`src/hw/contour_pkg.sv`:
```
package contour_pkg;

    ////////////////////////////////////////
    // Pixel labels
    ////////////////////////////////////////

    typedef logic [2:0] label_t;

    localparam label_t LABEL_NONE    = 3'b000;
    localparam label_t LABEL_CONTOUR = 3'b001;
    localparam label_t LABEL_EDGE    = 3'b011;
    localparam label_t LABEL_TRACED  = 3'b111;

    // Encoding order is the search priority
    typedef enum logic [2:0] {
        DIR_RIGHT      = 3'd0,
        DIR_DOWN_RIGHT = 3'd1,
        DIR_DOWN       = 3'd2,
        DIR_DOWN_LEFT  = 3'd3,
        DIR_LEFT       = 3'd4,
        DIR_UP_LEFT    = 3'd5,
        DIR_UP         = 3'd6,
        DIR_UP_RIGHT   = 3'd7
    } dir_t;

    typedef enum logic [2:0] {
        ST_IDLE    = 3'd0,
        ST_LOAD    = 3'd1,
        ST_FIND    = 3'd2,
        ST_EXPLORE = 3'd3,
        ST_PROBE   = 3'd4,
        ST_STREAM  = 3'd5,
        ST_WAIT    = 3'd6
    } state_t;

    // Column step of a direction
    function automatic logic signed [1:0] dir_dx(dir_t d);
        case (d)
            DIR_RIGHT, DIR_DOWN_RIGHT, DIR_UP_RIGHT: dir_dx = 2'sd1;
            DIR_DOWN_LEFT, DIR_LEFT, DIR_UP_LEFT:    dir_dx = -2'sd1;
            default:                                 dir_dx = 2'sd0;
        endcase
    endfunction

    // Row step of a direction
    function automatic logic signed [1:0] dir_dy(dir_t d);
        case (d)
            DIR_DOWN_RIGHT, DIR_DOWN, DIR_DOWN_LEFT: dir_dy = 2'sd1;
            DIR_UP_LEFT, DIR_UP, DIR_UP_RIGHT:       dir_dy = -2'sd1;
            default:                                 dir_dy = 2'sd0;
        endcase
    endfunction

endpackage
```
`src/hw/neighbor_addr.sv`:
```
module neighbor_addr #(
    parameter int WIDTH  = 640,
    parameter int HEIGHT = 480,
    localparam int NPIX  = WIDTH * HEIGHT,
    localparam int AW    = (NPIX > 1) ? $clog2(NPIX) : 1,
    localparam int XW    = (WIDTH > 1) ? $clog2(WIDTH) : 1,
    localparam int YW    = (HEIGHT > 1) ? $clog2(HEIGHT) : 1
) (
    input  logic              [AW-1:0] cur_addr,
    input  logic              [XW-1:0] cur_x,
    input  logic              [YW-1:0] cur_y,
    input  logic              [AW-1:0] prev_addr,
    input  logic                       has_prev,
    input  contour_pkg::dir_t          dir,
    output logic              [AW-1:0] probe_addr,
    output logic                       probe_skip
);

    localparam logic [AW-1:0] ROW = AW'(WIDTH);

    logic signed [1:0] dx;
    logic signed [1:0] dy;
    logic [AW-1:0]     col_off;
    logic [AW-1:0]     row_off;
    logic              outside;

    assign dx = contour_pkg::dir_dx(dir);
    assign dy = contour_pkg::dir_dy(dir);

    always_comb begin
        case (dx)
            2'sd1:   col_off = AW'(1);
            -2'sd1:  col_off = {AW{1'b1}};
            default: col_off = '0;
        endcase
        case (dy)
            2'sd1:   row_off = ROW;
            -2'sd1:  row_off = -ROW;
            default: row_off = '0;
        endcase
    end

    assign probe_addr = cur_addr + row_off + col_off;

    // Neighbours past any frame border are never probed
    assign outside = (dx == 2'sd1  && cur_x == XW'(WIDTH - 1))  ||
                     (dx == -2'sd1 && cur_x == '0)              ||
                     (dy == 2'sd1  && cur_y == YW'(HEIGHT - 1)) ||
                     (dy == -2'sd1 && cur_y == '0);

    assign probe_skip = outside || (has_prev && probe_addr == prev_addr);

endmodule

```
`config.mk`:
```
export PLATFORM = sky130hd
export DESIGN_NAME = neighbor_addr
export DESIGN_NICKNAME = d
export VERILOG_FILES = /design/src/hw/contour_pkg.sv /design/src/hw/neighbor_addr.sv
export SDC_FILE = /design/constraint.sdc
export NUM_CORES = 1
export LEC_CHECK = 0
export BUFFER_PORTS_ARGS = -buffer_cell sky130_fd_sc_hd__buf_2
export CORE_MARGIN = 2
export CORE_UTILIZATION = 47
export DETAILED_ROUTE_END_ITERATION = 6
export PLACE_DENSITY = 0.87
export SLEW_MARGIN = 20
export SYNTH_ARGS = -nofsm -noshare
export SYNTH_HDL_FRONTEND = slang
export SYNTH_SLANG_ARGS = --single-unit
```
`constraint.sdc`:
```
create_clock -name vclk -period 4.2
set_input_delay 0.42 -clock vclk [all_inputs]
set_output_delay 0.42 -clock vclk [all_outputs]
set_load 0.05 [all_outputs]
```
==> results.tsv, run 1 <==
metric	value	unit
Routability Congestion	0.939	
dpl hpwl	4960	um
1st-iter DRT viols	167	
min-delay worst type	in -> out	
# diodes	0	
Leakage Power	1.56	nW
failing checks	negative setup slack	
worst path arrival time	3.88	ns
Total Die Area	4720	um^2
Post-DRT Antenna Nets	0	
startpoint type of the worst setup path	input port	
Logic pwr share	100.0	%
synthesis-to-finish area growth	58.5	%
Port Buffers	81	
mean routed wirelength per cell	15.9	um
Cell Pwr Density	404	nW/um^2
Post-CTS Hold Buffers	0	
DR vias	2494	
count leader, synth	nor2_1	
seq_cells	0	
share of cells above drive strength 1	46.4	%
critical path cell sequence	buf_6, clkinvlp_4, mux2i_4, buf_6, buf_6, xor2_1, ha_1, ha_4, buf_4, a21oi_2, o21ai_2, o41ai_4, o21bai_1, a21oi_2, xnor3_1, o41ai_4, buf_6	
DRC errors left	0	
Crit-path slowest cell	o41ai_4	
total grt overflow	0	
Synth area leaders	ha_1 18%, xor2_1 9.8%, xnor2_1 9.3%	
DIE WIDTH	68.7	um
effective utilization at floorplan	48.9	%
fin crit share	102	%
Sequential Power Share	0	%
Crit path largest cell delay	0.40	ns
most used cell, CP	buf_6	
post-synthesis sequential area ratio	0	%
Synth Instances	254	
fillers	279	
gr usage total	28.6	%
Place WS	-0.287	ns
post-route total power	1.26	mW
Top delay family on crit path	compound AO/OA/AOI/OAI gates	
clock share of power	0	%
post-synth cell types	51	
critical path class	in -> out	
max-cap violations	0	
Layout clock buffers	0	
Total Nets Final	480	
Sw Share	58.7	%
internal power	0.521	mW
final setup margin	-0.0965	ns
Worst EP required	3.78	ns
Yosys top cell area share	17.8	%
crit end category	primary output	
row cnt	23	
leading area contributor after synthesis	ha_1	
DRT Pass-1 Iters	5	
CP bufs+invs	6	
first-pass GRT wire length	10500	um
Synth Net Count	344	
largest net degree at the start of global routing	16	
die height	68.7	um
Max FO, Critical Path	6	
Syn. warnings	0	
Max IR drop VDD	0.374	mV
Storage cell area	0	um^2
Fin. Hold Viols	0	
setup TNS	-0.0965	ns
Final Max Tran Viols	0	
vias in the first global route	2402	
mapped cell area	1970	um^2
final setup vio count	1	
worst slew pin tran	0.557	ns
syn avg cell area	7.75	um^2
RSZ-0062 raised after global routing	true	
switching power	0.740	mW
antenna violations before repair	0	
synth cell count leaders	33 x nor2_1, 28 x ha_1, 22 x xor2_1	
outcome	complete, but fails checks	
Max Fclk	0.233	GHz
core area	4030	um^2
vias per cell	5.69	
Routed WL	6970	um
Max transition margin	62.5	%
# IOs	81	
fin crit period	4.30	ns
-- power by group through the flow --
stage	registers, mW	clock network (mW)	logic (mW)
2_1_floorplan	0	0	0.844
3_3_place_gp	0	0	1.14
3_5_place_dp	0	0	1.16
4_1_cts	0	0	1.21
5_1_grt	0	0	1.34
6_report	0	0	1.26
-- cells in the final DEF, fill, tap and decap left out, drive strengths merged, types with 2 or more instances in the layout --
| cell type | instances |
|---|---|
| nor4 | 10 |
| nor3 | 3 |
| and4 | 3 |
| or2 | 2 |
| mux2i | 2 |
| nand3 | 5 |
| xor2 | 22 |
| buf | 142 |
| a21o | 12 |
| o21ai | 11 |
| nand2 | 11 |
| a21oi | 14 |
| and2 | 9 |
| o21a | 2 |
| a31oi | 4 |
| mux2 | 2 |
| a311oi | 2 |
| xor3 | 4 |
| o41ai | 2 |
| xnor2 | 21 |
| and3 | 2 |
| a211oi | 2 |
| o2111ai | 2 |
| nand4 | 5 |
| nor2 | 33 |
| o211ai | 2 |
| ha | 28 |
| xnor3 | 3 |
| nand4b | 2 |
| inv | 10 |
-- layout make-up --
type / instances / area [um^2] / share of cell area [%]
multi-input cells: 235 / 2110 / 67.8
inverters: 11 / 45.0 / 1.44
well taps: 50 / 62.6 / 2.01
repair buffers: 142 / 897 / 28.8
-- per-layer routing --
| metal | up-vias | GRT usage, % | routed length [um] |
|---|---|---|---|
| met1 | 1138 | 32.7 | 2650 |
| met4 | 0 | 7.84 | 205 |
| met2 | 126 | 55.4 | 3650 |
| met5 | - | 0 | 0 |
| li1 | 1205 | - | - |
| met3 | 25 | 3.25 | 464 |
-- cells by family after synthesis --
logic type	Yosys count	synth area share (%)
simple gates	91	24.0
mux	4	2.16
compound gates	61	23.5
xor+xnor	50	27.4
fa+ha+maj	29	18.8
buf+inv	19	4.20
-- what timing repair did --
action                                  4_1_cts  5_1_grt
endpoints found under the setup margin        2        2
gates resized for setup                      23        8
setup buffers                                 6        4
pin swaps                                    24        3
-- metrics by stage --
step	area [um^2]	utilization (%)	std cells	hold slack [ns]
2_1_floorplan	2120	-	254	1.15
3_5_place_dp	2900	72.0	428	1.35
5_1_grt	3120	77.4	438	1.37
4_1_cts	3070	76.1	434	1.35
6_report	3120	77.4	438	1.34
3_3_place_gp	2900	72.0	428	1.33
-- path summary, 6_finish.rpt --
kind	startpoint	endpoint	slack (ns)	cells past startpoint
setup / recovery	dir[2]	probe_skip	-0.1	17
hold / removal	cur_addr[0]	probe_addr[0]	1.34	3
Note: power is estimated with default switching activity, not from simulation.
==> inputs of run 2 (changes only) <==
CORE_ASPECT_RATIO = 0.9   (was default)
==> results.tsv, run 2 (same netlist as run 1, synthesis figures left out) <==
metric	value	unit	change
crit end category	primary output		
first-pass GRT wire length	9800	um	-6.5%
most frequent cells in the layout	80 x buf_2, 54 x buf_4, 32 x nor2_1		
Port Buffers	81		unchanged
RSZ-0062 raised after global routing	true		
Routability Congestion	0.913		-2.7%
Max Fclk	0.232	GHz	-0.46%
total grt overflow	0		unchanged
core area	4050	um^2	+0.43%
Max IR drop VDD	0.395	mV	+5.5%
Leakage Power	1.57	nW	+0.56%
worst slew pin tran	0.486	ns	-0.0706 ns
Max FO, Critical Path	5		-1
row cnt	22		-4.3%
dpl cells	428		unchanged
Fin. Hold Viols	0		unchanged
seq_cells	0		unchanged
max-cap violations	0		unchanged
gr usage total	25.1	%	-3.6 points
antenna violations before repair	0		unchanged
Total Nets Final	479		-0.21%
Worst EP required	3.78	ns	about the same
startpoint type of the worst setup path	input port		
fin crit share	103	%	+0.47 points
failing checks	negative setup slack		
commonest non-fill, non-tap cell in the layout	buf_2		
Layout clock buffers	0		unchanged
1st-iter DRT viols	102		-39%
final setup vio count	1		unchanged
share of cells above drive strength 1	47.8	%	+1.4 points
DR vias	2481		-0.52%
fin crit period	4.32	ns	+0.0199 ns
DIE WIDTH	72.2	um	+5.1%
mean routed wirelength per cell	15.4	um	-3.3%
# IOs	81		unchanged
fillers	258		-7.5%
Final Max Tran Viols	0		unchanged
Post-DRT Antenna Nets	0		unchanged
Storage cell area	0	um^2	unchanged
min-delay worst type	in -> out		
largest net degree at the start of global routing	14		-2
DRC errors left	0		unchanged
vias in the first global route	2421		+0.79%
setup TNS	-0.116	ns	-0.0199 ns
final non-filler cell total	435		-0.68%
post-route cell area	3160	um^2	+1.2%
DRT Pass-1 Iters	4		-1
# diodes	0		unchanged
Place WS	-0.256	ns	+0.0302 ns
Routed WL	6690	um	-4.0%
die height	65.4	um	-4.8%
final setup margin	-0.116	ns	-0.0199 ns
critical path class	in -> out		
Total Die Area	4720	um^2	about the same
dpl hpwl	5030	um	+1.4%
worst path arrival time	3.90	ns	+0.02 ns
outcome	complete, but fails checks		
effective utilization at floorplan	48.6	%	-0.21 points
synthesis-to-finish area growth	60.5	%	
Cell Pwr Density	395	nW/um^2	-2.3%
vias per cell	5.70		+0.16%
area post-placement	2910	um^2	+0.43%
Max transition margin	67.1	%	+4.6 points
run 2: cell types whose count changed in the layout (fill, tap and decap cells not counted), moves of 2 or more:
cell     before  now
buf_6         7    5
buf_4        57   54
ha_1         22   18
nor4_2        0    2
buf_2        78   80
ha_2          0    2
o21ai_1       2    4
buf_8         0    2
ha_4          6    8
run 2: final cells by class:
class	count	area [um^2]	share of cell area [%]
tap	48	60.1	1.90
timing repair buffer	141	892	28.2
inverter	11	45.0	1.43
multi-input combinational	235	2160	68.4
run 2: final timing paths:
check	from	end	slack, ns	cells after the start
max	dir[1]	probe_skip	-0.12	16
min	cur_y[5]	probe_skip	1.38	4
run 2: critical path: stages:
cell and delay (ns):
buf_2 0.14, buf_4 0.15, nor2_1 0.27, nor2_1 0.19, xnor2_1 0.19, xnor2_1 0.33
ha_4 0.27, o21ai_1 0.10, nor2_2 0.09, o311a_4 0.37, and4_1 0.19, a311oi_1 0.22
and4_1 0.23, nand4b_1 0.16, o41ai_4 0.37, buf_6 0.20
run 2: layer usage:
metal  GRT usage (%)  up-vias  part of all wire (%)
met1            27.3     1170                    39
met4            5.90        0                   3.0
met5               0        -                     0
met3            1.99       20                   4.6
met2            51.1       88                    53
li1                -     1203                     -
run 2: power breakdown:
group | switching [mW] | internal [mW] | leakage, nW | total (mW)
logic | 0.729 | 0.519 | 1.57 | 1.25
clock network | 0 | 0 | 0 | 0
registers | 0 | 0 | 0 | 0
run 2: repair_timing:
item	in CTS	in global routing
gates cloned	0	0
resized for setup	7	33
pin swaps	6	24
hold buffers	0	0
setup endpoints to repair	2	3
buffers inserted	2	5
run 2: per-stage QoR:
step / hold WS [ns] / utilization, % / total power, mW
4_1_cts: 1.37 / 73.2 / 1.17
3_3_place_gp: 1.37 / 72.0 / 1.13
3_5_place_dp: 1.37 / 72.0 / 1.15
2_1_floorplan: 1.15 / - / 0.844
6_report: 1.38 / 78.0 / 1.25
5_1_grt: 1.38 / 78.0 / 1.33
