### src/hw/contour_pkg.sv
package contour_pkg;

    ////////////////////////////////////////
    // Pixel labels
    ////////////////////////////////////////

    typedef logic [2:0] label_t;

    localparam label_t LABEL_NONE    = 3'b000;
    localparam label_t LABEL_CONTOUR = 3'b001;
    localparam label_t LABEL_EDGE    = 3'b011;
    localparam label_t LABEL_TRACED  = 3'b111;

    // Encoding order is the search priority
    typedef enum logic [2:0] {
        DIR_RIGHT      = 3'd0,
        DIR_DOWN_RIGHT = 3'd1,
        DIR_DOWN       = 3'd2,
        DIR_DOWN_LEFT  = 3'd3,
        DIR_LEFT       = 3'd4,
        DIR_UP_LEFT    = 3'd5,
        DIR_UP         = 3'd6,
        DIR_UP_RIGHT   = 3'd7
    } dir_t;

    typedef enum logic [2:0] {
        ST_IDLE    = 3'd0,
        ST_LOAD    = 3'd1,
        ST_FIND    = 3'd2,
        ST_EXPLORE = 3'd3,
        ST_PROBE   = 3'd4,
        ST_STREAM  = 3'd5,
        ST_WAIT    = 3'd6
    } state_t;

    // Column step of a direction
    function automatic logic signed [1:0] dir_dx(dir_t d);
        case (d)
            DIR_RIGHT, DIR_DOWN_RIGHT, DIR_UP_RIGHT: dir_dx = 2'sd1;
            DIR_DOWN_LEFT, DIR_LEFT, DIR_UP_LEFT:    dir_dx = -2'sd1;
            default:                                 dir_dx = 2'sd0;
        endcase
    endfunction

    // Row step of a direction
    function automatic logic signed [1:0] dir_dy(dir_t d);
        case (d)
            DIR_DOWN_RIGHT, DIR_DOWN, DIR_DOWN_LEFT: dir_dy = 2'sd1;
            DIR_UP_LEFT, DIR_UP, DIR_UP_RIGHT:       dir_dy = -2'sd1;
            default:                                 dir_dy = 2'sd0;
        endcase
    endfunction

endpackage
### src/hw/trace_fsm.sv
module trace_fsm #(
    parameter int WIDTH  = 640,
    parameter int HEIGHT = 480,
    localparam int NPIX  = WIDTH * HEIGHT,
    localparam int AW    = (NPIX > 1) ? $clog2(NPIX) : 1,
    localparam int XW    = (WIDTH > 1) ? $clog2(WIDTH) : 1,
    localparam int YW    = (HEIGHT > 1) ? $clog2(HEIGHT) : 1
) (
    input  logic                clk,
    input  logic                rst_n,
    input  logic                start,
    input  logic                in_valid,
    output logic                in_ready,
    input  contour_pkg::label_t in_label,
    output logic                out_valid,
    input  logic                out_ready,
    output contour_pkg::label_t out_label,
    output logic                done,
    output logic [AW-1:0]       num_pixels,
    output logic                wr_en,
    output logic [AW-1:0]       wr_addr,
    output contour_pkg::label_t wr_label,
    output logic [AW-1:0]       rd_addr,
    input  contour_pkg::label_t rd_label,
    output logic                cnt_clear,
    output logic                cnt_step,
    input  logic [AW-1:0]       cnt_addr,
    input  logic [XW-1:0]       cnt_x,
    input  logic [YW-1:0]       cnt_y,
    input  logic                cnt_last,
    output logic [AW-1:0]       cur_addr,
    output logic [XW-1:0]       cur_x,
    output logic [YW-1:0]       cur_y,
    output logic [AW-1:0]       prev_addr,
    output logic                has_prev,
    output contour_pkg::dir_t   dir,
    input  logic [AW-1:0]       probe_addr,
    input  logic                probe_skip
);

    contour_pkg::state_t state;
    contour_pkg::state_t ret_state;
    logic                wait_second;
    logic                pend;
    logic [AW-1:0]       start_addr;

    logic                start_go;
    logic                load_beat;
    logic                out_beat;
    logic                find_hit;
    logic                find_miss_end;
    logic                loop_closed;
    logic                accept;
    logic                last_dir;
    logic                trace_end;
    logic                rd_issue;
    logic [AW-1:0]       rd_next;

    ////////////////////////////////////////
    // Decode
    ////////////////////////////////////////

    assign last_dir  = (dir == contour_pkg::DIR_UP_RIGHT);
    assign start_go  = (state == contour_pkg::ST_IDLE) && start;
    assign in_ready  = (state == contour_pkg::ST_LOAD);
    assign load_beat = in_valid && in_ready;

    // pend marks a read whose data is on rd_label
    assign find_hit      = (state == contour_pkg::ST_FIND) && pend &&
                           (rd_label == contour_pkg::LABEL_EDGE);
    assign find_miss_end = (state == contour_pkg::ST_FIND) && pend &&
                           (rd_label != contour_pkg::LABEL_EDGE) && cnt_last;

    // Back at the start pixel from elsewhere closes the loop
    assign loop_closed = (state == contour_pkg::ST_PROBE) &&
                         (probe_addr == start_addr) && (cur_addr != start_addr);
    assign accept      = (state == contour_pkg::ST_PROBE) && !loop_closed &&
                         (rd_label == contour_pkg::LABEL_EDGE);
    assign trace_end   = ((state == contour_pkg::ST_EXPLORE) && probe_skip && last_dir) ||
                         loop_closed ||
                         ((state == contour_pkg::ST_PROBE) && !accept && last_dir);

    assign out_valid = (state == contour_pkg::ST_STREAM) && pend;
    assign out_label = (rd_label == contour_pkg::LABEL_TRACED) ?
                       contour_pkg::LABEL_CONTOUR : contour_pkg::LABEL_NONE;
    assign out_beat  = out_valid && out_ready;

    assign cnt_clear = start_go || find_miss_end || trace_end;

    always_comb begin
        wr_en    = 1'b0;
        wr_addr  = cnt_addr;
        wr_label = in_label;
        cnt_step = 1'b0;
        rd_issue = 1'b0;
        rd_next  = cnt_addr;
        case (state)
            contour_pkg::ST_LOAD: begin
                wr_en    = load_beat;
                cnt_step = load_beat;
            end
            contour_pkg::ST_FIND: begin
                rd_issue = !pend;
                if (find_hit) begin
                    wr_en    = 1'b1;
                    wr_label = contour_pkg::LABEL_TRACED;
                end else if (pend && !cnt_last) begin
                    cnt_step = 1'b1;
                end
            end
            contour_pkg::ST_EXPLORE: begin
                rd_issue = !probe_skip;
                rd_next  = probe_addr;
            end
            contour_pkg::ST_PROBE: begin
                if (accept) begin
                    wr_en    = 1'b1;
                    wr_addr  = probe_addr;
                    wr_label = contour_pkg::LABEL_TRACED;
                end
            end
            contour_pkg::ST_STREAM: begin
                rd_issue = !pend;
                cnt_step = out_beat;
            end
            default: begin
            end
        endcase
    end

    ////////////////////////////////////////
    // Control state
    ////////////////////////////////////////

    always_ff @(posedge clk) begin
        if (!rst_n) begin
            state       <= contour_pkg::ST_IDLE;
            ret_state   <= contour_pkg::ST_IDLE;
            wait_second <= 1'b0;
            pend        <= 1'b0;
            has_prev    <= 1'b0;
            dir         <= contour_pkg::DIR_RIGHT;
            num_pixels  <= '0;
            done        <= 1'b0;
        end else begin
            done <= 1'b0;
            case (state)
                contour_pkg::ST_IDLE: begin
                    if (start_go) begin
                        num_pixels <= '0;
                        state      <= contour_pkg::ST_LOAD;
                    end
                end
                contour_pkg::ST_LOAD: begin
                    if (load_beat && cnt_last) begin
                        state <= contour_pkg::ST_FIND;
                    end
                end
                contour_pkg::ST_FIND: begin
                    if (!pend) begin
                        pend      <= 1'b1;
                        ret_state <= contour_pkg::ST_FIND;
                        state     <= contour_pkg::ST_WAIT;
                    end else begin
                        pend <= 1'b0;
                        if (find_hit) begin
                            has_prev <= 1'b0;
                            dir      <= contour_pkg::DIR_RIGHT;
                            state    <= contour_pkg::ST_EXPLORE;
                        end else if (find_miss_end) begin
                            // Empty trace
                            state <= contour_pkg::ST_STREAM;
                        end
                    end
                end
                contour_pkg::ST_EXPLORE: begin
                    if (!probe_skip) begin
                        ret_state <= contour_pkg::ST_PROBE;
                        state     <= contour_pkg::ST_WAIT;
                    end else if (trace_end) begin
                        state <= contour_pkg::ST_STREAM;
                    end else begin
                        dir <= contour_pkg::dir_t'(dir + 3'd1);
                    end
                end
                contour_pkg::ST_PROBE: begin
                    if (trace_end) begin
                        state <= contour_pkg::ST_STREAM;
                    end else if (accept) begin
                        has_prev   <= 1'b1;
                        dir        <= contour_pkg::DIR_RIGHT;
                        num_pixels <= num_pixels + 1'b1;
                        state      <= contour_pkg::ST_EXPLORE;
                    end else begin
                        dir   <= contour_pkg::dir_t'(dir + 3'd1);
                        state <= contour_pkg::ST_EXPLORE;
                    end
                end
                contour_pkg::ST_STREAM: begin
                    if (!pend) begin
                        pend      <= 1'b1;
                        ret_state <= contour_pkg::ST_STREAM;
                        state     <= contour_pkg::ST_WAIT;
                    end else if (out_beat) begin
                        pend <= 1'b0;
                        if (cnt_last) begin
                            done  <= 1'b1;
                            state <= contour_pkg::ST_IDLE;
                        end
                    end
                end
                contour_pkg::ST_WAIT: begin
                    // Two cycles of read latency
                    wait_second <= !wait_second;
                    if (wait_second) begin
                        state <= ret_state;
                    end
                end
                default: begin
                    state <= contour_pkg::ST_IDLE;
                end
            endcase
        end
    end

    ////////////////////////////////////////
    // Addresses and pixel position
    ////////////////////////////////////////

    always_ff @(posedge clk) begin
        if (rd_issue) begin
            rd_addr <= rd_next;
        end
        if (find_hit) begin
            start_addr <= cnt_addr;
            cur_addr   <= cnt_addr;
            cur_x      <= cnt_x;
            cur_y      <= cnt_y;
        end else if (accept) begin
            prev_addr <= cur_addr;
            cur_addr  <= probe_addr;
            cur_x     <= cur_x + XW'(contour_pkg::dir_dx(dir));
            cur_y     <= cur_y + YW'(contour_pkg::dir_dy(dir));
        end
    end

endmodule

### config.mk
export PLATFORM = sky130hd
export DESIGN_NAME = trace_fsm
export DESIGN_NICKNAME = d
export VERILOG_FILES = /design/src/hw/contour_pkg.sv /design/src/hw/trace_fsm.sv
export SDC_FILE = /design/constraint.sdc
export NUM_CORES = 1
export LEC_CHECK = 0
export BUFFER_PORTS_ARGS = -buffer_cell sky130_fd_sc_hd__buf_2
export CAP_MARGIN = 20
export CORE_MARGIN = 10
export CORE_UTILIZATION = 50
export CTS_CLUSTER_DIAMETER = 150
export DETAILED_ROUTE_END_ITERATION = 16
export PLACE_DENSITY = 0.78
export SYNTH_ARGS = -nofsm -noshare
export SYNTH_HDL_FRONTEND = slang
export SYNTH_SLANG_ARGS = --single-unit
### constraint.sdc
create_clock -name clk -period 4.26 [get_ports clk]
set_clock_uncertainty 0.2 [all_clocks]
set_input_delay 0.852 -clock clk [delete_from_list [all_inputs] [get_ports clk]]
set_output_delay 0.852 -clock clk [all_outputs]
set_load 0.02 [all_outputs]
==> reports/metrics.csv <==
stage;metric;value;unit
setup_path;WP buf/inv;2;
drt;vias per inst;5.41;
placement;Final GP Congestion;0.867;
placement;placed instance area;0.00803;mm²
logic_synthesis;Post-synth EDFFs;95;
final_layout;layout cells sized above 1;0.336;
setup_path;max incr delay on CP;440;ps
drt;DR vias;5649;
setup_path;crit-path cells;xor2_1 -> nor4_1 -> nand4_1 -> o211ai_1 -> nand3_2 -> buf_4 -> mux2_2 -> buf_2;
clock_network;clk buf depth;2;
clock_network;CTS Hold Bufs;0;
setup_path;CP Capture Type;output pin;
setup_path;Critical Path AT;2960;ps
grt;total track usage;0.198;
pwr;largest vdd supply drop;0.196;mV
timing;Finish-stage setup viols;0;
logic_synthesis;area of the mapped netlist;0.00681;mm²
grt;total grt overflow;0;
logic_synthesis;synthesized-area fraction occupied by ao, oa, aoi and oai cells;0.0860;
timing;WHS;275;ps
timing;final hold vios;0;
logic_synthesis;adder-cell area share of the yosys netlist;0.0518;
logic_synthesis;Simple-Gate Fraction of Synth Area;0.165;
final_layout;Finished Layout Cells;1044;
floorplanning;io pins;200;
timing;crit path time final;4010;ps
setup_path;Startpoint Class;flip-flop;
logic_synthesis;#FFs+latches synth;127;
logic_synthesis;Yosys top cell by area;edfxtp_1;
grt;largest net degree at the start of global routing;39;
placement;port buffer count;197;
setup_path;crit-path max FO;9;
placement;DP HPWL;14.1;mm
drt;number of DRC markers in iteration 0;360;
min_path;Worst Hold Class;flip-flop to flip-flop;
pwr;sequential power share;0.388;
floorplanning;height of the die;137;µm
logic_synthesis;Synth Area per Inst;10.5;µm²
timing;RSZ-0062 raised after global routing;false;
placement;placed cells;1011;
logic_synthesis;Yosys top cell area share;0.419;
logic_synthesis;number of library cell types mapped by synthesis;54;
logic_synthesis;Seq/Total Area, Yosys;0.513;
final_layout;Final Cell Area;0.00864;mm²
floorplanning;Core Area;0.0133;mm²
final_layout;nets;951;
logic_synthesis;Synth area leaders;edfxtp_1 (42%), dfxtp_1 (9.4%), mux2_2 (6.3%), nand2_1 (5.5%), ha_1 (4.6%);
clock_network;worst skew pair latency;410;ps
logic_synthesis;synthesized instance count;649;
final_layout;fill count;1074;
drt;drt wl/cell;17.8;µm
timing;actual slew at the worst max-slew pin;996;ps
setup_path;slowest cell on the critical path;edfxtp_1;
pwr;switching share of total power;0.295;
grt;vias in the first global route;5597;
logic_synthesis;Async SR Flop Fraction;0;
floorplanning;Die ar.;0.0187;mm²
grt;initial antenna violation count;0;
drt;Antenna Nets Post-Route;0;
final_layout;commonest cells after routing, fill and taps aside;buf_2 (197), nand2_1 (98), edfxtp_1 (95);
drt;DRT Pass-1 Iters;6;
setup_path;Crit path max-delay family;simple AND/OR/NAND/NOR gates;
timing;Worst slew margin;0.335;
clock_network;root buf cell;clkbuf_16;
setup_path;Setup CP Type;flip-flop to output pin;
job;Max-Cap Viols;0;
logic_synthesis;XOR/XNOR Fraction of Synth Area;0.0772;
pwr;leakage;3.66;nW
final_layout;area grow syn2layout;26.9;%
pwr;Clock Power Share;0.377;
pwr;pwr dens;456;mW/mm²
floorplanning;Initial Util;0.512;
clock_network;# H-tree levels;4;
clock_network;clk slew on worst S/H paths;50;ps
grt;first-pass GRT wire length;29.1;mm
floorplanning;Die Wd;137;µm
clock_network;setup bufs post-CTS;0;
logic_synthesis;post-synthesis mux area share;0.0731;
clock_network;clock sinks;127;
timing;Setup TNS;0;ps
floorplanning;row cnt;42;
clock_network;CTS tree;yes;
drt;WL final;18.6;mm
logic_synthesis;largest family of logic cells by synthesized area;simple AND/OR/NAND/NOR gates;
timing;crit share post-route;0.941;
final_layout;most common cell after layout, fill and taps aside;buf_2;
timing;Final WS setup;253;ps
pwr;Int Pwr;2.77;mW
setup_path;Worst Path Required;3210;ps
pwr;sw power;1.16;mW
logic_synthesis;dominant synthesized flop cell;edfxtp_1;
placement;pre-CTS setup slack;234;ps
drt;DRC;0;
timing;final slew viol count;0;
timing;achievable clock frequency;250;MHz
clock_network;CTS buffer count;17;
status;status;complete, no violations;
pwr;Comb pwr share;0.235;
logic_synthesis;Yosys warnings;0;
[stage by stage]
step	util	total power [mW]
final	0.650	3.93
after CTS	0.649	3.97
after floorplan	-	2.16
after global placement	0.604	2.47
after detailed placement	0.604	2.48
after global routing	0.649	4.13
[cells in the mapped netlist, types with 7 or more instances]
library cell and number:
mux2i_1 7, nand4_1 11, inv_1 29, nor2_1 41
nor3_1 11, a21oi_1 38, nand2b_1 7, edfxtp_1 95
xnor2_1 35, clkbuf_1 20, dfxtp_1 32, or3_1 8
nand3_1 14, nor4_1 14, mux2_2 38, ha_1 25
xor2_1 25, o21ai_0 22, nand2_1 99, nor2b_1 8
[what timing repair did]
action	CTS	global route
endpoints found under the hold margin	0	0
endpoints found under the setup margin	0	18
resized for setup	0	1
[layer usage]
metal  up-vias  GRT usage  part of all wire
met4         0     0.0822             0.021
met5         -          0                 0
met2       225      0.341              0.51
li1       2733          -                 -
met1      2667      0.227              0.39
met3        24     0.0524             0.081
[worst register-to-register path, delay by kind of cell, from the launching register on]
kind	cells	cell delay [ps]
DFF	1	440
xor gates and xnor gates	1	200
AOI/OAI and AO/OA	1	310
buffers and inverters	2	950
and+or+nand+nor	3	890
[flip-flops by register name, summed over array words and instances, names as in the netlist]
| name | flops |
|---|---|
| cur_addr | 19 |
| cur_x | 10 |
| cur_y | 9 |
| dir | 3 |
| done | 1 |
| has_prev | 1 |
| num_pixels | 19 |
| pend | 1 |
| prev_addr | 19 |
| rd_addr | 19 |
| ret_state | 3 |
| start_addr | 19 |
| state | 3 |
| wait_second | 1 |
[cell type report]
cell class	count	area, µm²	area share
well taps	176	220	0.0255
multi-input cells	466	3100	0.359
flip-flops and latches	127	3490	0.405
repair buffers	213	1110	0.128
clock buffers	19	433	0.0501
diodes	1	2.50	0.000290
clock inverters	13	170	0.0197
inverters	29	109	0.0126
[power by group through the flow]
| stage | Sequential, mW | Combinational, mW | Clock, mW |
|---|---|---|---|
| finish | 1.53 | 0.925 | 1.48 |
| global route | 1.54 | 1.02 | 1.57 |
| CTS | 1.53 | 0.931 | 1.51 |
| detailed placement | 1.55 | 0.925 | 0 |
| global placement | 1.55 | 0.919 | 0 |
| floorplan | 1.63 | 0.521 | 0 |
[final timing paths]
| path | startpoint | endpoint | slack, ps | cells after the start |
|---|---|---|---|---|
| setup / recovery | cur_addr[8] | wr_addr[10] | 250 | 8 |
| hold / removal | num_pixels[18] | num_pixels[18] | 270 | 2 |
| setup reg to reg | cur_addr[8] | prev_addr[1] | 900 | 7 |
| hold reg to reg | num_pixels[18] | num_pixels[18] | 270 | 2 |
[cell families (layout without fill, tap and decap cells)]
group	Yosys count	count (layout)
fa+ha+maj	27	27
other cells	1	3
mux	45	45
simple gates	236	236
compound gates	96	96
xor+xnor	60	60
flops	127	127
buf+inv	57	274
(Power assumes the default switching activity.)
