### src/hw/raster_counter.sv
module raster_counter #(
    parameter int WIDTH  = 640,
    parameter int HEIGHT = 480,
    localparam int NPIX  = WIDTH * HEIGHT,
    localparam int AW    = (NPIX > 1) ? $clog2(NPIX) : 1,
    localparam int XW    = (WIDTH > 1) ? $clog2(WIDTH) : 1,
    localparam int YW    = (HEIGHT > 1) ? $clog2(HEIGHT) : 1
) (
    input  logic          clk,
    input  logic          rst_n,
    input  logic          clear,
    input  logic          step,
    output logic [AW-1:0] addr,
    output logic [XW-1:0] x,
    output logic [YW-1:0] y,
    output logic          last
);

    assign last = (addr == AW'(NPIX - 1));

    always_ff @(posedge clk) begin
        if (!rst_n || clear) begin
            addr <= '0;
            x    <= '0;
            y    <= '0;
        end else if (step) begin
            if (last) begin
                // Wrap to the first pixel
                addr <= '0;
                x    <= '0;
                y    <= '0;
            end else if (x == XW'(WIDTH - 1)) begin
                addr <= addr + 1'b1;
                x    <= '0;
                y    <= y + 1'b1;
            end else begin
                addr <= addr + 1'b1;
                x    <= x + 1'b1;
            end
        end
    end

endmodule

### config.mk
export PLATFORM = sky130hd
export DESIGN_NAME = raster_counter
export DESIGN_NICKNAME = d
export VERILOG_FILES = /design/src/hw/raster_counter.sv
export SDC_FILE = /design/constraint.sdc
export NUM_CORES = 1
export LEC_CHECK = 0
export BUFFER_PORTS_ARGS = -buffer_cell sky130_fd_sc_hd__buf_4
export CAP_MARGIN = 20
export CORE_MARGIN = 2
export CORE_UTILIZATION = 50
export CTS_CLUSTER_DIAMETER = 40
export DETAILED_ROUTE_END_ITERATION = 8
export PLACE_DENSITY = 0.75
export REMOVE_ABC_BUFFERS = 1
export SETUP_SLACK_MARGIN = 0.5
export SLEW_MARGIN = 20
export SYNTH_ARGS = -nofsm -noshare
export SYNTH_HDL_FRONTEND = slang
export SYNTH_SLANG_ARGS = --single-unit
### constraint.sdc
create_clock -name clk -period 5.4 [get_ports clk]
set_input_delay 0 -clock clk [delete_from_list [all_inputs] [get_ports clk]]
set_output_delay 0 -clock clk [all_outputs]
set_load 0.01 [all_outputs]
==> results.rst, run 1 <==
.. list-table::
   :header-rows: 1

   * - Metric
     - Value
   * - Pins Over Slew Limit
     - 0
   * - Arrival time of the worst setup path
     - approximately 2.4 ns
   * - Post-route DRC violation count
     - 0
   * - Period utilization
     - 0.414
   * - Drt wl/cell
     - about 15 um
   * - Final Util
     - 0.645
   * - Per-cell via count in the routed design
     - 5.68
   * - Setup repair after global routing missed its margin
     - no
   * - Largest incremental delay on the critical path
     - roughly 0.5 ns
   * - Sequential element share of the synthesized area
     - 0.395
   * - Flip-flop cell with the highest count after synthesis
     - sky130_fd_sc_hd__dfxtp_1
   * - Hold Violations, Final
     - 0
   * - Die Width
     - around 66 um
   * - Number of buffer cells added on primary ports
     - 42
   * - Master of the slowest instance on the critical path
     - sky130_fd_sc_hd__nor3_1
   * - Share of flip-flops with an asynchronous set or reset
     - 0
   * - Cell at the root of the clock tree
     - sky130_fd_sc_hd__clkbuf_8
   * - H-tree depth
     - 2
   * - CP max FO
     - 14
   * - Synth Cell Area
     - 1930 um^2
   * - # Max-Cap Violations
     - 0
   * - Number of global-route vias before repair
     - between 1500 and 2000
   * - EDFF count, synth
     - 0
   * - Rows
     - 22
   * - Number of diodes added for antenna fixing
     - 0
   * - Combined buffer and inverter count along the critical path
     - 0
   * - Synth area leader
     - sky130_fd_sc_hd__dfxtp_1
   * - Fraction of final layout cells sized beyond drive strength 1
     - 0.222
   * - Post-route setup TNS
     - 0 ns
   * - Maximum clock frequency
     - between 400 and 500 MHz
   * - Leftover overflow at the end of global routing
     - 0
   * - Sort of element at the end of the critical path
     - flop
   * - Longest Clk Path Bufs
     - 2
   * - CP top delay family
     - simple AND/OR/NAND/NOR gates
   * - Top cells by area in the synthesized netlist
     - sky130_fd_sc_hd__dfxtp_1 (40%), sky130_fd_sc_hd__xor2_1 (5.5%), sky130_fd_sc_hd__nor2_1 (5.3%)
   * - Outcome
     - finished, final reports clean
   * - Hold Startpoint
     - clear
   * - Final critical path time including I/O delays and setup
     - approximately 2.2 ns
   * - Area growth, synth to finish
     - 23.5%
   * - Detailed Place HPWL
     - between 3 and 4 mm
   * - Clock latency at the later pin of the worst-skew pair
     - between 0.2 and 0.3 ns
   * - DRC violation total after the first TritonRoute iteration
     - approximately 160
   * - TritonCTS clock tree
     - done
   * - Sort of element at the start of the critical path
     - flop
   * - Clock Skews
     - approximately 0.0095 ns
   * - Final weighted congestion of routability-driven global placement
     - 0.791
   * - CP Cell Sequence
     - ha_1 > nand4_1 > nor3_1 > nand2_1 > nand2_1 > nor2_1
   * - Number of search-and-repair iterations in the first detailed-routing pass
     - 4
   * - Static leakage
     - roughly 0.00089 uW
   * - Top Ports
     - between 40 and 50
   * - Relative slew margins
     - 0.461
   * - Die height
     - approximately 66 um
   * - Die footprint
     - between 4000 and 5000 um^2
   * - Synthesis warning total
     - 0
   * - Number of setup violations in the final report
     - 0
   * - Number of standard cells after synthesis
     - ~220
   * - Antenna viol nets, final
     - 0
   * - Starting utilization of the core area
     - 0.522
   * - Total track usage
     - 0.230
   * - Category of the critical setup timing path
     - flop to flop
   * - Postcts setup bufs
     - 0
   * - First-pass GRT wire length
     - 7.67 mm
   * - Initial antenna violation count
     - 0
   * - Number of fill cells in the layout
     - 336
   * - Sinks on Clock Net
     - 38
   * - Reg2Reg Launch Point
     - addr[0]
   * - Net count, final
     - 272
   * - Post-synthesis sequential element count
     - 38
   * - VDD IR-drop max
     - about 130 uV
   * - Most frequent cell on the critical path
     - sky130_fd_sc_hd__nand2_1
   * - Largest net degree at the start of global routing
     - 17
   * - PD cells
     - around 230 nW/um^2
   * - Count of unique library cells instantiated by Yosys
     - 45
   * - CTS-repair resized insts
     - 0
   * - Hold Crit Class
     - input port to flop
   * - Critical path required time
     - around 5.6 ns
   * - Synth top area share
     - 0.395
   * - Worst setup path startpoint
     - addr[0]
   * - Number of vias after detailed routing
     - around 1800
   * - Average footprint of a synthesized cell
     - 8.67 um^2
   * - Number of buffers inserted by hold repair at cts
     - 0
   * - Area inside the core boundary
     - ~3700 um^2
   * - Clock buffer count from CTS
     - 5
   * - Slew @ Worst Pin
     - 0.801 ns
   * - Total routed wirelength
     - about 4.6 mm
   * - Post-CTS clock slew at the launch and capture registers of the worst setup and hold paths
     - ~0.08 ns
==> routing by layer <==
metal,vias to the layer above,global-route usage,wire length (um)
li1,900,-,-
met1,827,0.328,2290
met2,50,0.332,2030
met3,6,0.0426,215
met4,0,0.110,57
met5,-,0,0
==> synth_stat cells (4+ instances only) <==
cell                      number
sky130_fd_sc_hd__xnor2_1       8
sky130_fd_sc_hd__and3_1        4
sky130_fd_sc_hd__and4_1        7
sky130_fd_sc_hd__a21oi_1      16
sky130_fd_sc_hd__nand4_1      14
sky130_fd_sc_hd__dfxtp_1      38
sky130_fd_sc_hd__nor2_1       27
sky130_fd_sc_hd__nand3_1      12
sky130_fd_sc_hd__nor3_1        5
sky130_fd_sc_hd__xor2_1       12
sky130_fd_sc_hd__nand2_1      18
sky130_fd_sc_hd__o21ai_0       9
sky130_fd_sc_hd__or3_1         4
==> worst min-delay path, cell delays in order <==
cell and delay [ns]:
sky130_fd_sc_hd__buf_4 0.08, sky130_fd_sc_hd__nor2b_1 0.09, sky130_fd_sc_hd__o21a_1 0.11
==> power breakdown <==
part	internal (uW)	switching, uW	leakage [uW]	total, uW
clock network	137	108	0.0000504	245
logic	5.04	11.1	0.000535	16.1
registers	281	1.31	0.000306	282
==> path summary, 6_finish.rpt <==
kind	endpoint	slack [ns]	depth (start not counted)
max reg2reg	addr[8]	3.16	6
min	y[8]	0.03	3
max	addr[8]	3.16	6
min reg2reg	x[1]	0.53	2
==> placed cells by master, fill, tap and decap left out, drive strengths merged, types with 2 or more instances in the layout <==
master / n
nand4b: 4
a31oi: 2
nor3b: 2
and4: 7
nor2: 27
inv: 3
nor4: 3
nand2: 18
and2b: 2
nor4b: 2
a22oi: 2
nand4: 14
or3: 4
ha: 3
o21ai: 9
xor2: 12
clkbuf: 5
and3: 4
clkinvlp: 2
nor3: 5
dfxtp: 38
nor2b: 3
buf: 42
nand3: 12
and2: 2
xnor2: 8
a21oi: 16
a32o: 2
==> state kept, by name (all words and copies together) (netlist names) <==
signal	flops
addr	19
x	10
y	9
==> logic make-up after synthesis <==
logic type	count (synthesis)	synth area share
mux	1	0.00585
simple gates	114	0.351
flops	38	0.395
xor+xnor	20	0.0910
compound gates	37	0.113
fa+ha+maj	3	0.0195
buf+inv	9	0.0247
==> metrics by stage <==
step           instances  area [um^2]  power [uW]  hold slack (ns)  setup WS, ns
2_1_floorplan        216         1890         297            0.151          3.52
3_3_place_gp         306         2260         305            0.344          3.22
3_5_place_dp         306         2260         305            0.346          3.19
4_1_cts              314         2380         549           0.0306          3.18
5_1_grt              314         2380         565           0.0616          2.92
6_report             314         2380         544           0.0305          3.16
==> layout make-up <==
cell class,instances,area (um^2),share of cell area
Clock buffer,5,68.8,0.0289
Clock inverter,3,45.0,0.0189
Inverter,3,11.3,0.00473
Multi-Input combinational cell,175,1120,0.470
Sequential cell,38,761,0.320
Tap cell,48,60.1,0.0252
Timing Repair Buffer,42,315,0.133
(Power assumes the default switching activity.)
==> inputs of run 2 (changes only) <==
==> constraint.sdc (replaced) <==
create_clock -name clk -period 2.2 [get_ports clk]
set_input_delay 0 -clock clk [delete_from_list [all_inputs] [get_ports clk]]
set_output_delay 0 -clock clk [all_outputs]
set_load 0.01 [all_outputs]
==> run 2 against run 1 <==
Clock power rose by 100%. Setup slack got worse by 2.7 ns. Final area rose by 10%. Total power rose by 120%. Global-route usage fell by 0.47 points. Clock skew fell by 0.0042 ns. Wire length rose by 7.8%. Critical path depth did not move. Register-to-register slack got worse by 2.7 ns. Clock-buffer cell count rose by 2. Maximum frequency rose by 32%. Sequential share of layout area fell by 1.4 points.
==> results.rst, run 2 (synthesis gave the netlist of run 1 again) <==
.. list-table::
   :header-rows: 1

   * - Metric
     - Value
   * - Outcome
     - finished, final reports clean
   * - Area used by sequential logic in the layout
     - 801 um^2 (+5.3%)
   * - Area inside the core boundary
     - 3690 um^2 (unchanged)
   * - Die Width
     - 66.1 um (unchanged)
   * - Count of cells along the worst hold path
     - 3 (unchanged)
   * - Depth of the worst register-to-register path
     - 6 (unchanged)
   * - Hold Crit Class
     - input port to flop
   * - Worst hold endpoint
     - y[8]
   * - Cell at the root of the clock tree
     - sky130_fd_sc_hd__clkbuf_8
   * - Commonest non-fill, non-tap cell in the layout
     - sky130_fd_sc_hd__buf_4
   * - Sinks on Clock Net
     - 38 (unchanged)
   * - Clock latency at the later pin of the worst-skew pair
     - 0.29 ns (about the same)
   * - Sort of element at the start of the critical path
     - flop
   * - Number of setup violations in the final report
     - 0 (unchanged)
   * - H-tree depth
     - 2 (unchanged)
   * - Post-route setup TNS
     - 0 ns (unchanged)
   * - Fraction of final layout cells sized beyond drive strength 1
     - 0.375 (+0.153)
   * - Number of diodes added for antenna fixing
     - 0 (unchanged)
   * - Drt wl/cell
     - 15.1 um (+3.2%)
   * - Top Ports
     - 43 (unchanged)
   * - Longest Clk Path Bufs
     - 2 (unchanged)
   * - Setup repair after global routing missed its margin
     - yes
   * - Hold Violations, Final
     - 0 (unchanged)
   * - Arrival time of the worst setup path
     - 1.88 ns (-0.52 ns)
   * - TritonCTS clock tree
     - done
   * - Post-route DRC violation count
     - 0 (unchanged)
   * - Number of vias after detailed routing
     - 1874 (+5.1%)
   * - Per-cell via count in the routed design
     - 5.71 (+0.62%)
   * - Final critical path time including I/O delays and setup
     - 1.69 ns (-0.544 ns)
   * - Maximum clock frequency
     - 591 MHz (+32%)
   * - Leftover overflow at the end of global routing
     - 0 (unchanged)
   * - DRC violation total after the first TritonRoute iteration
     - 206 (+30%)
   * - Period utilization
     - 0.770 (+0.355)
   * - Number of buffer cells added on primary ports
     - 42 (unchanged)
   * - Number of search-and-repair iterations in the first detailed-routing pass
     - 4 (unchanged)
   * - Max reg flops
     - 19 (unchanged)
   * - Static leakage
     - 0.000972 uW (+9.1%)
   * - Most frequent cells in the layout
     - sky130_fd_sc_hd__buf_4 (55), sky130_fd_sc_hd__nor2_1 (27), sky130_fd_sc_hd__dfxtp_1 (22), sky130_fd_sc_hd__nand2_1 (17), sky130_fd_sc_hd__a21oi_1 (15)
   * - Largest incremental delay on the critical path
     - 0.59 ns (+0.09 ns)
   * - # Max-Cap Violations
     - 0 (unchanged)
   * - Die footprint
     - 4360 um^2 (unchanged)
   * - Area of the multi-input gates
     - 1230 um^2 (+10%)
   * - Post-CTS clock slew at the launch and capture registers of the worst setup and hold paths
     - 0.07 ns (about the same)
   * - Largest net degree at the start of global routing
     - 17 (unchanged)
   * - VDD IR-drop max
     - 461 uV (+250%)
   * - Number of fill cells in the layout
     - 301 (-10%)
   * - Hold Startpoint
     - clear
   * - Antenna viol nets, final
     - 0 (unchanged)
   * - Relative slew margins
     - 0.582 (+0.121)
   * - Reg2Reg Launch Point
     - x[1]
   * - Sort of element at the end of the critical path
     - flop
   * - Category of the critical setup timing path
     - flop to flop
   * - Clock Skews
     - 0.00530 ns (-0.00424 ns)
   * - Starting utilization of the core area
     - 0.522 (unchanged)
   * - PD cells
     - 466 nW/um^2 (+100%)
   * - Clock buffer count from CTS
     - 5 (unchanged)
   * - CP max FO
     - 5 (-9)
   * - Largest register by flop count
     - addr
   * - Critical path required time
     - 2.39 ns (-3.18 ns)
   * - Master of the slowest instance on the critical path
     - sky130_fd_sc_hd__or4_4
   * - Slew @ Worst Pin
     - 0.627 ns (-0.174 ns)
   * - Detailed Place HPWL
     - 3.32 mm (+1.3%)
   * - Reg-to-Reg End
     - y[8]
   * - Die height
     - 66.1 um (unchanged)
   * - Final weighted congestion of routability-driven global placement
     - 0.836 (+5.8%)
   * - Net count, final
     - 286 (+5.1%)
   * - Total routed wirelength
     - 4.95 mm (+7.8%)
   * - Initial antenna violation count
     - 0 (unchanged)
   * - Worst hold slack
     - 0.0483 ns (+0.0178 ns)
   * - Register-to-register setup slack
     - 0.51 ns (-2.66 ns)
   * - Area growth, synth to finish
     - 36.1%
   * - First-pass GRT wire length
     - 7.62 mm (-0.63%)
   * - Number of global-route vias before repair
     - 1596 (-1.3%)
   * - Biggest regs
     - addr x19, x x10, y x9
   * - Pins Over Slew Limit
     - 0 (unchanged)
   * - CP Cell Sequence
     - ha_4 > nand3_4 > or4_4 > o22ai_2 > a21boi_1 > o21a_1
   * - Rows
     - 22 (unchanged)
   * - Total track usage
     - 0.225 (-0.00468)
## run 2: cell count changes in the layout (fill, tap and decap cells not counted), moves of 3 or more
cell / before / now
sky130_fd_sc_hd__ha_1: 3 / 0
sky130_fd_sc_hd__dfxtp_1: 38 / 22
sky130_fd_sc_hd__buf_4: 42 / 55
sky130_fd_sc_hd__dfxtp_4: 0 / 8
sky130_fd_sc_hd__dfxtp_2: 0 / 8
sky130_fd_sc_hd__and4_1: 7 / 4
sky130_fd_sc_hd__ha_4: 0 / 3
## run 2: metal layers
layer	GRT usage	share of wire	vias to the layer above	wire (um)
met5	0	0	-	0
met4	0.0765	0.0097	0	48
met3	0.0477	0.053	6	263
met2	0.341	0.45	58	2250
met1	0.316	0.48	881	2380
li1	-	-	929	-
## run 2: timing repair
action | 4_1_cts | 5_1_grt
pin swaps | 5 | 16
gates resized for setup | 24 | 28
setup buffers | 3 | 4
hold buffers | 0 | 0
setup endpoints to repair | 24 | 10
## run 2: report_power, final
group	total, uW	switching [uW]	internal (uW)
registers	685	3.85	681
clock network	493	240	253
logic	44.0	29.2	14.8
## run 2: cell type report
type | instances | area share
Clock inverter | 1 | 0.00191
Sequential cell | 38 | 0.305
Inverter | 3 | 0.00430
Timing Repair Buffer | 56 | 0.162
Clock buffer | 7 | 0.0329
Multi-Input combinational cell | 175 | 0.471
Tap cell | 48 | 0.0229
## run 2: critical path: cells and delay by family, from the launching register on
family                   cells  cell delay [ns]
AO/OA/AOI/OAI                3             0.36
adder cells (fa/ha/maj)      1             0.15
flip-flops                   1             0.38
AND/OR/NAND/NOR              2             0.71
## run 2: worst max-delay path by stage
| stage | slack (ns) | startpoint | depth (start not counted) | to |
|---|---|---|---|---|
| 2_1_floorplan | 0.32 | x[0] | 6 | y[8] |
| 3_3_place_gp | 0.29 | addr[15] | 6 | y[0] |
| 3_5_place_dp | 0.25 | x[0] | 6 | y[8] |
| 4_1_cts | 0.50 | x[0] | 6 | y[8] |
| 5_1_grt | 0.42 | y[0] | 7 | y[6] |
| 6_report | 0.51 | x[1] | 6 | y[8] |
## run 2: per-stage QoR
| stage | setup WS (ns) | utilization | area, um^2 | total power, uW | std cells |
|---|---|---|---|---|---|
| 3_5_place_dp | 0.250 | 0.628 | 2320 | 749 | 313 |
| 2_1_floorplan | 0.323 | - | 1890 | 728 | 216 |
| 4_1_cts | 0.496 | 0.673 | 2480 | 1240 | 324 |
| 6_report | 0.507 | 0.711 | 2620 | 1220 | 328 |
| 3_3_place_gp | 0.291 | 0.628 | 2320 | 749 | 313 |
| 5_1_grt | 0.417 | 0.711 | 2620 | 1270 | 328 |
==> inputs of run 3 (changes only) <==
==> constraint.sdc (replaced) <==
create_clock -name clk -period 1.7 [get_ports clk]
set_input_delay 0 -clock clk [delete_from_list [all_inputs] [get_ports clk]]
set_output_delay 0 -clock clk [all_outputs]
set_load 0.01 [all_outputs]
==> run 3 against run 2 <==
The run now ends with negative setup slack left. Critical endpoint is now y[6]. Via count up 33%. Highest routed layer unchanged. Critical path depth up 2. Sequential power up 31%.
==> results.rst, run 3 (synthesis gave the netlist of run 1 again) <==
.. list-table::
   :header-rows: 1

   * - Metric
     - Value
   * - Hold Violations, Final
     - 0 (unchanged)
   * - Largest register by flop count
     - addr
   * - Final Util
     - 0.912 (+0.201)
   * - Area after DPL
     - 2580 um^2 (+12%)
   * - DRC violation total after the first TritonRoute iteration
     - 406 (+97%)
   * - Reg-to-Reg End
     - y[6]
   * - Detailed Place HPWL
     - 3.76 mm (+13%)
   * - Cell-internal power
     - 1210 uW (+27%)
   * - Reg2Reg Launch Point
     - x[1]
   * - CP max FO
     - 5 (unchanged)
   * - Hold Crit Class
     - input port to flop
   * - CP Cell Sequence
     - ha_4 > nand3_4 > buf_6 > nor4_4 > buf_4 > a32oi_1 > o21ai_0 > a21oi_2
   * - Commonest non-fill, non-tap cell in the layout
     - sky130_fd_sc_hd__buf_4
   * - Worst hold endpoint
     - addr[1]
   * - Post-route setup TNS
     - -0.237 ns (-0.237 ns)
   * - Initial antenna violation count
     - 0 (unchanged)
   * - Post-CTS clock slew at the launch and capture registers of the worst setup and hold paths
     - 0.08 ns (about the same)
   * - Largest net degree at the start of global routing
     - 17 (unchanged)
   * - Largest incremental delay on the critical path
     - 0.37 ns (-0.22 ns)
   * - Reported net switching power
     - 428 uW (+57%)
   * - Number of fill cells in the layout
     - 143 (-52%)
   * - Total routed wirelength
     - 9.25 mm (+87%)
   * - Final weighted congestion of routability-driven global placement
     - 0.814 (-2.7%)
   * - Most frequent cells in the layout
     - sky130_fd_sc_hd__buf_4 (83), sky130_fd_sc_hd__dfxtp_2 (25), sky130_fd_sc_hd__nor2_4 (16), sky130_fd_sc_hd__buf_6 (16)
   * - VDD IR-drop max
     - 492 uV (+6.7%)
   * - Fraction of final layout cells sized beyond drive strength 1
     - 0.654 (+0.279)
   * - Arrival time of the worst setup path
     - 2.04 ns (+0.16 ns)
   * - PD cells
     - 486 nW/um^2 (+4.2%)
   * - Total track usage
     - 0.337 (+0.112)
   * - Antenna viol nets, final
     - 0 (unchanged)
   * - Final critical path time including I/O delays and setup
     - 1.85 ns (+0.152 ns)
   * - Hold Startpoint
     - step
   * - Starting utilization of the core area
     - 0.522 (unchanged)
   * - Drt wl/cell
     - 24.9 um (+65%)
   * - Top Ports
     - 43 (unchanged)
   * - Pins Over Slew Limit
     - 0 (unchanged)
   * - Net count, final
     - 331 (+16%)
   * - Number of global-route vias before repair
     - 2121 (+33%)
   * - Pre-CTS setup slack
     - -0.0761 ns (-0.326 ns)
   * - TritonCTS clock tree
     - done
   * - Count of cells along the worst hold path
     - 3 (unchanged)
   * - Switching part of the total
     - 0.262 (+0.0381)
   * - Sort of element at the start of the critical path
     - flop
   * - Critical path required time
     - 1.89 ns (-0.50 ns)
   * - Die height
     - 66.1 um (unchanged)
   * - Area inside the core boundary
     - 3690 um^2 (unchanged)
   * - First-pass GRT wire length
     - 10.9 mm (+43%)
   * - Sinks on Clock Net
     - 38 (unchanged)
   * - Sort of element at the end of the critical path
     - flop
   * - Category of the critical setup timing path
     - flop to flop
   * - Gate power share
     - 0.068 (+0.032)
   * - Biggest regs
     - addr x19, x x10, y x9
   * - Clock latency at the later pin of the worst-skew pair
     - 0.31 ns (+0.02 ns)
   * - Share of power burned in the clock network
     - 0.385 (-0.018)
   * - Outcome
     - finished with violations
   * - Master of the slowest instance on the critical path
     - sky130_fd_sc_hd__dfxtp_2
   * - Post-route DRC violation count
     - 0 (unchanged)
   * - Max reg flops
     - 19 (unchanged)
   * - Number of buffer cells added on primary ports
     - 42 (unchanged)
   * - Violated checks
     - negative setup slack
   * - Per-cell via count in the routed design
     - 6.69 (+17%)
   * - Clock Skews
     - 0.00697 ns (+0.00167 ns)
   * - Power share of the sequential group
     - 0.547 (-0.014)
   * - Setup slack after layout
     - -0.146 ns (-0.652 ns)
   * - # Max-Cap Violations
     - 0 (unchanged)
   * - Die Width
     - 66.1 um (unchanged)
   * - Number of search-and-repair iterations in the first detailed-routing pass
     - 5 (+1)
   * - Area growth, synth to finish
     - 74.7%
   * - Relative slew margins
     - 0.359 (-0.223)
   * - Longest Clk Path Bufs
     - 2 (unchanged)
   * - Setup repair after global routing missed its margin
     - yes
   * - Slew @ Worst Pin
     - 0.959 ns (+0.332 ns)
   * - Maximum clock frequency
     - 542 MHz (-8.3%)
   * - Leftover overflow at the end of global routing
     - 0 (unchanged)
   * - Rows
     - 22 (unchanged)
   * - H-tree depth
     - 2 (unchanged)
   * - Die footprint
     - 4360 um^2 (unchanged)
   * - Cell at the root of the clock tree
     - sky130_fd_sc_hd__clkbuf_8
   * - Depth of the worst register-to-register path
     - 8 (+2)
   * - Clock buffer count from CTS
     - 5 (unchanged)
   * - Static leakage
     - 0.00128 uW (+32%)
   * - Post-route total power
     - 1630 uW (+34%)
   * - Period utilization
     - 1.09 (+0.316)
   * - Number of setup violations in the final report
     - 4 (+4)
   * - Number of buffers inserted by hold repair at cts
     - 0 (unchanged)
   * - Post-route cell area
     - 3360 um^2 (+28%)
   * - Number of diodes added for antenna fixing
     - 0 (unchanged)
   * - Number of vias after detailed routing
     - 2487 (+33%)
   * - Register-to-register setup slack
     - -0.15 ns (-0.65 ns)
==> run 3: cell count changes in the layout (fill, tap and decap cells not counted), moves of 8 or more <==
cell | previous run | this run
sky130_fd_sc_hd__a21oi_1 | 15 | 7
sky130_fd_sc_hd__dfxtp_1 | 22 | 12
sky130_fd_sc_hd__a21oi_2 | 1 | 9
sky130_fd_sc_hd__nor2_4 | 0 | 16
sky130_fd_sc_hd__dfxtp_2 | 8 | 25
sky130_fd_sc_hd__buf_4 | 55 | 83
sky130_fd_sc_hd__nor2_1 | 27 | 8
sky130_fd_sc_hd__buf_6 | 1 | 16
==> run 3: metrics by stage <==
| step | instances | hold WS [ns] |
|---|---|---|
| after global routing | 372 | 0.0812 |
| final | 372 | 0.0784 |
| after floorplan | 216 | 0.151 |
| after detailed placement | 347 | 0.353 |
| after global placement | 347 | 0.340 |
| after CTS | 368 | 0.0348 |
==> run 3: worst max-delay path by stage <==
stage,from,end,slack [ns]
2_1_floorplan,x[0],y[8],-0.18
3_3_place_gp,addr[14],x[0],0.03
3_5_place_dp,x[0],y[6],-0.08
4_1_cts,x[0],y[3],0.06
5_1_grt,x[1],y[3],-0.17
6_report,x[1],y[6],-0.15
==> run 3: metal layers <==
metal	vias to the layer above	part of all wire	GRT usage
li1	1019	-	-
met1	1204	0.38	0.439
met2	203	0.47	0.525
met3	61	0.097	0.0698
met4	0	0.056	0.173
met5	-	0	0
==> run 3: critical path: cells and delay by family (launching register included) <==
kind | cells | cell delay, ns
compound gates | 3 | 0.48
simple gates | 2 | 0.37
flops | 1 | 0.37
fa+ha+maj | 1 | 0.16
buf+inv | 2 | 0.33
==> run 3: what timing repair did <==
item	CTS	global route
setup endpoints to repair	38	38
gates resized for setup	82	68
pin swaps	47	30
gates cloned	1	0
setup buffers	13	4
==> run 3: power by group through the flow <==
stage	logic, uW	registers (uW)	clock network, uW
2_1_floorplan	24.5	917	0
3_3_place_gp	64.7	914	0
3_5_place_dp	64.9	915	0
4_1_cts	87.1	894	606
5_1_grt	114	894	675
6_report	111	894	630
==> run 3: layout make-up <==
| type | instances | area [um^2] | area share |
|---|---|---|---|
| clock buffers | 5 | 68.8 | 0.0205 |
| multi-input cells | 175 | 1570 | 0.465 |
| inverters | 3 | 13.8 | 0.00409 |
| clock inverters | 2 | 10.0 | 0.00298 |
| repair buffers | 101 | 851 | 0.253 |
| flip-flops and latches | 38 | 796 | 0.237 |
| well taps | 48 | 60.1 | 0.0179 |
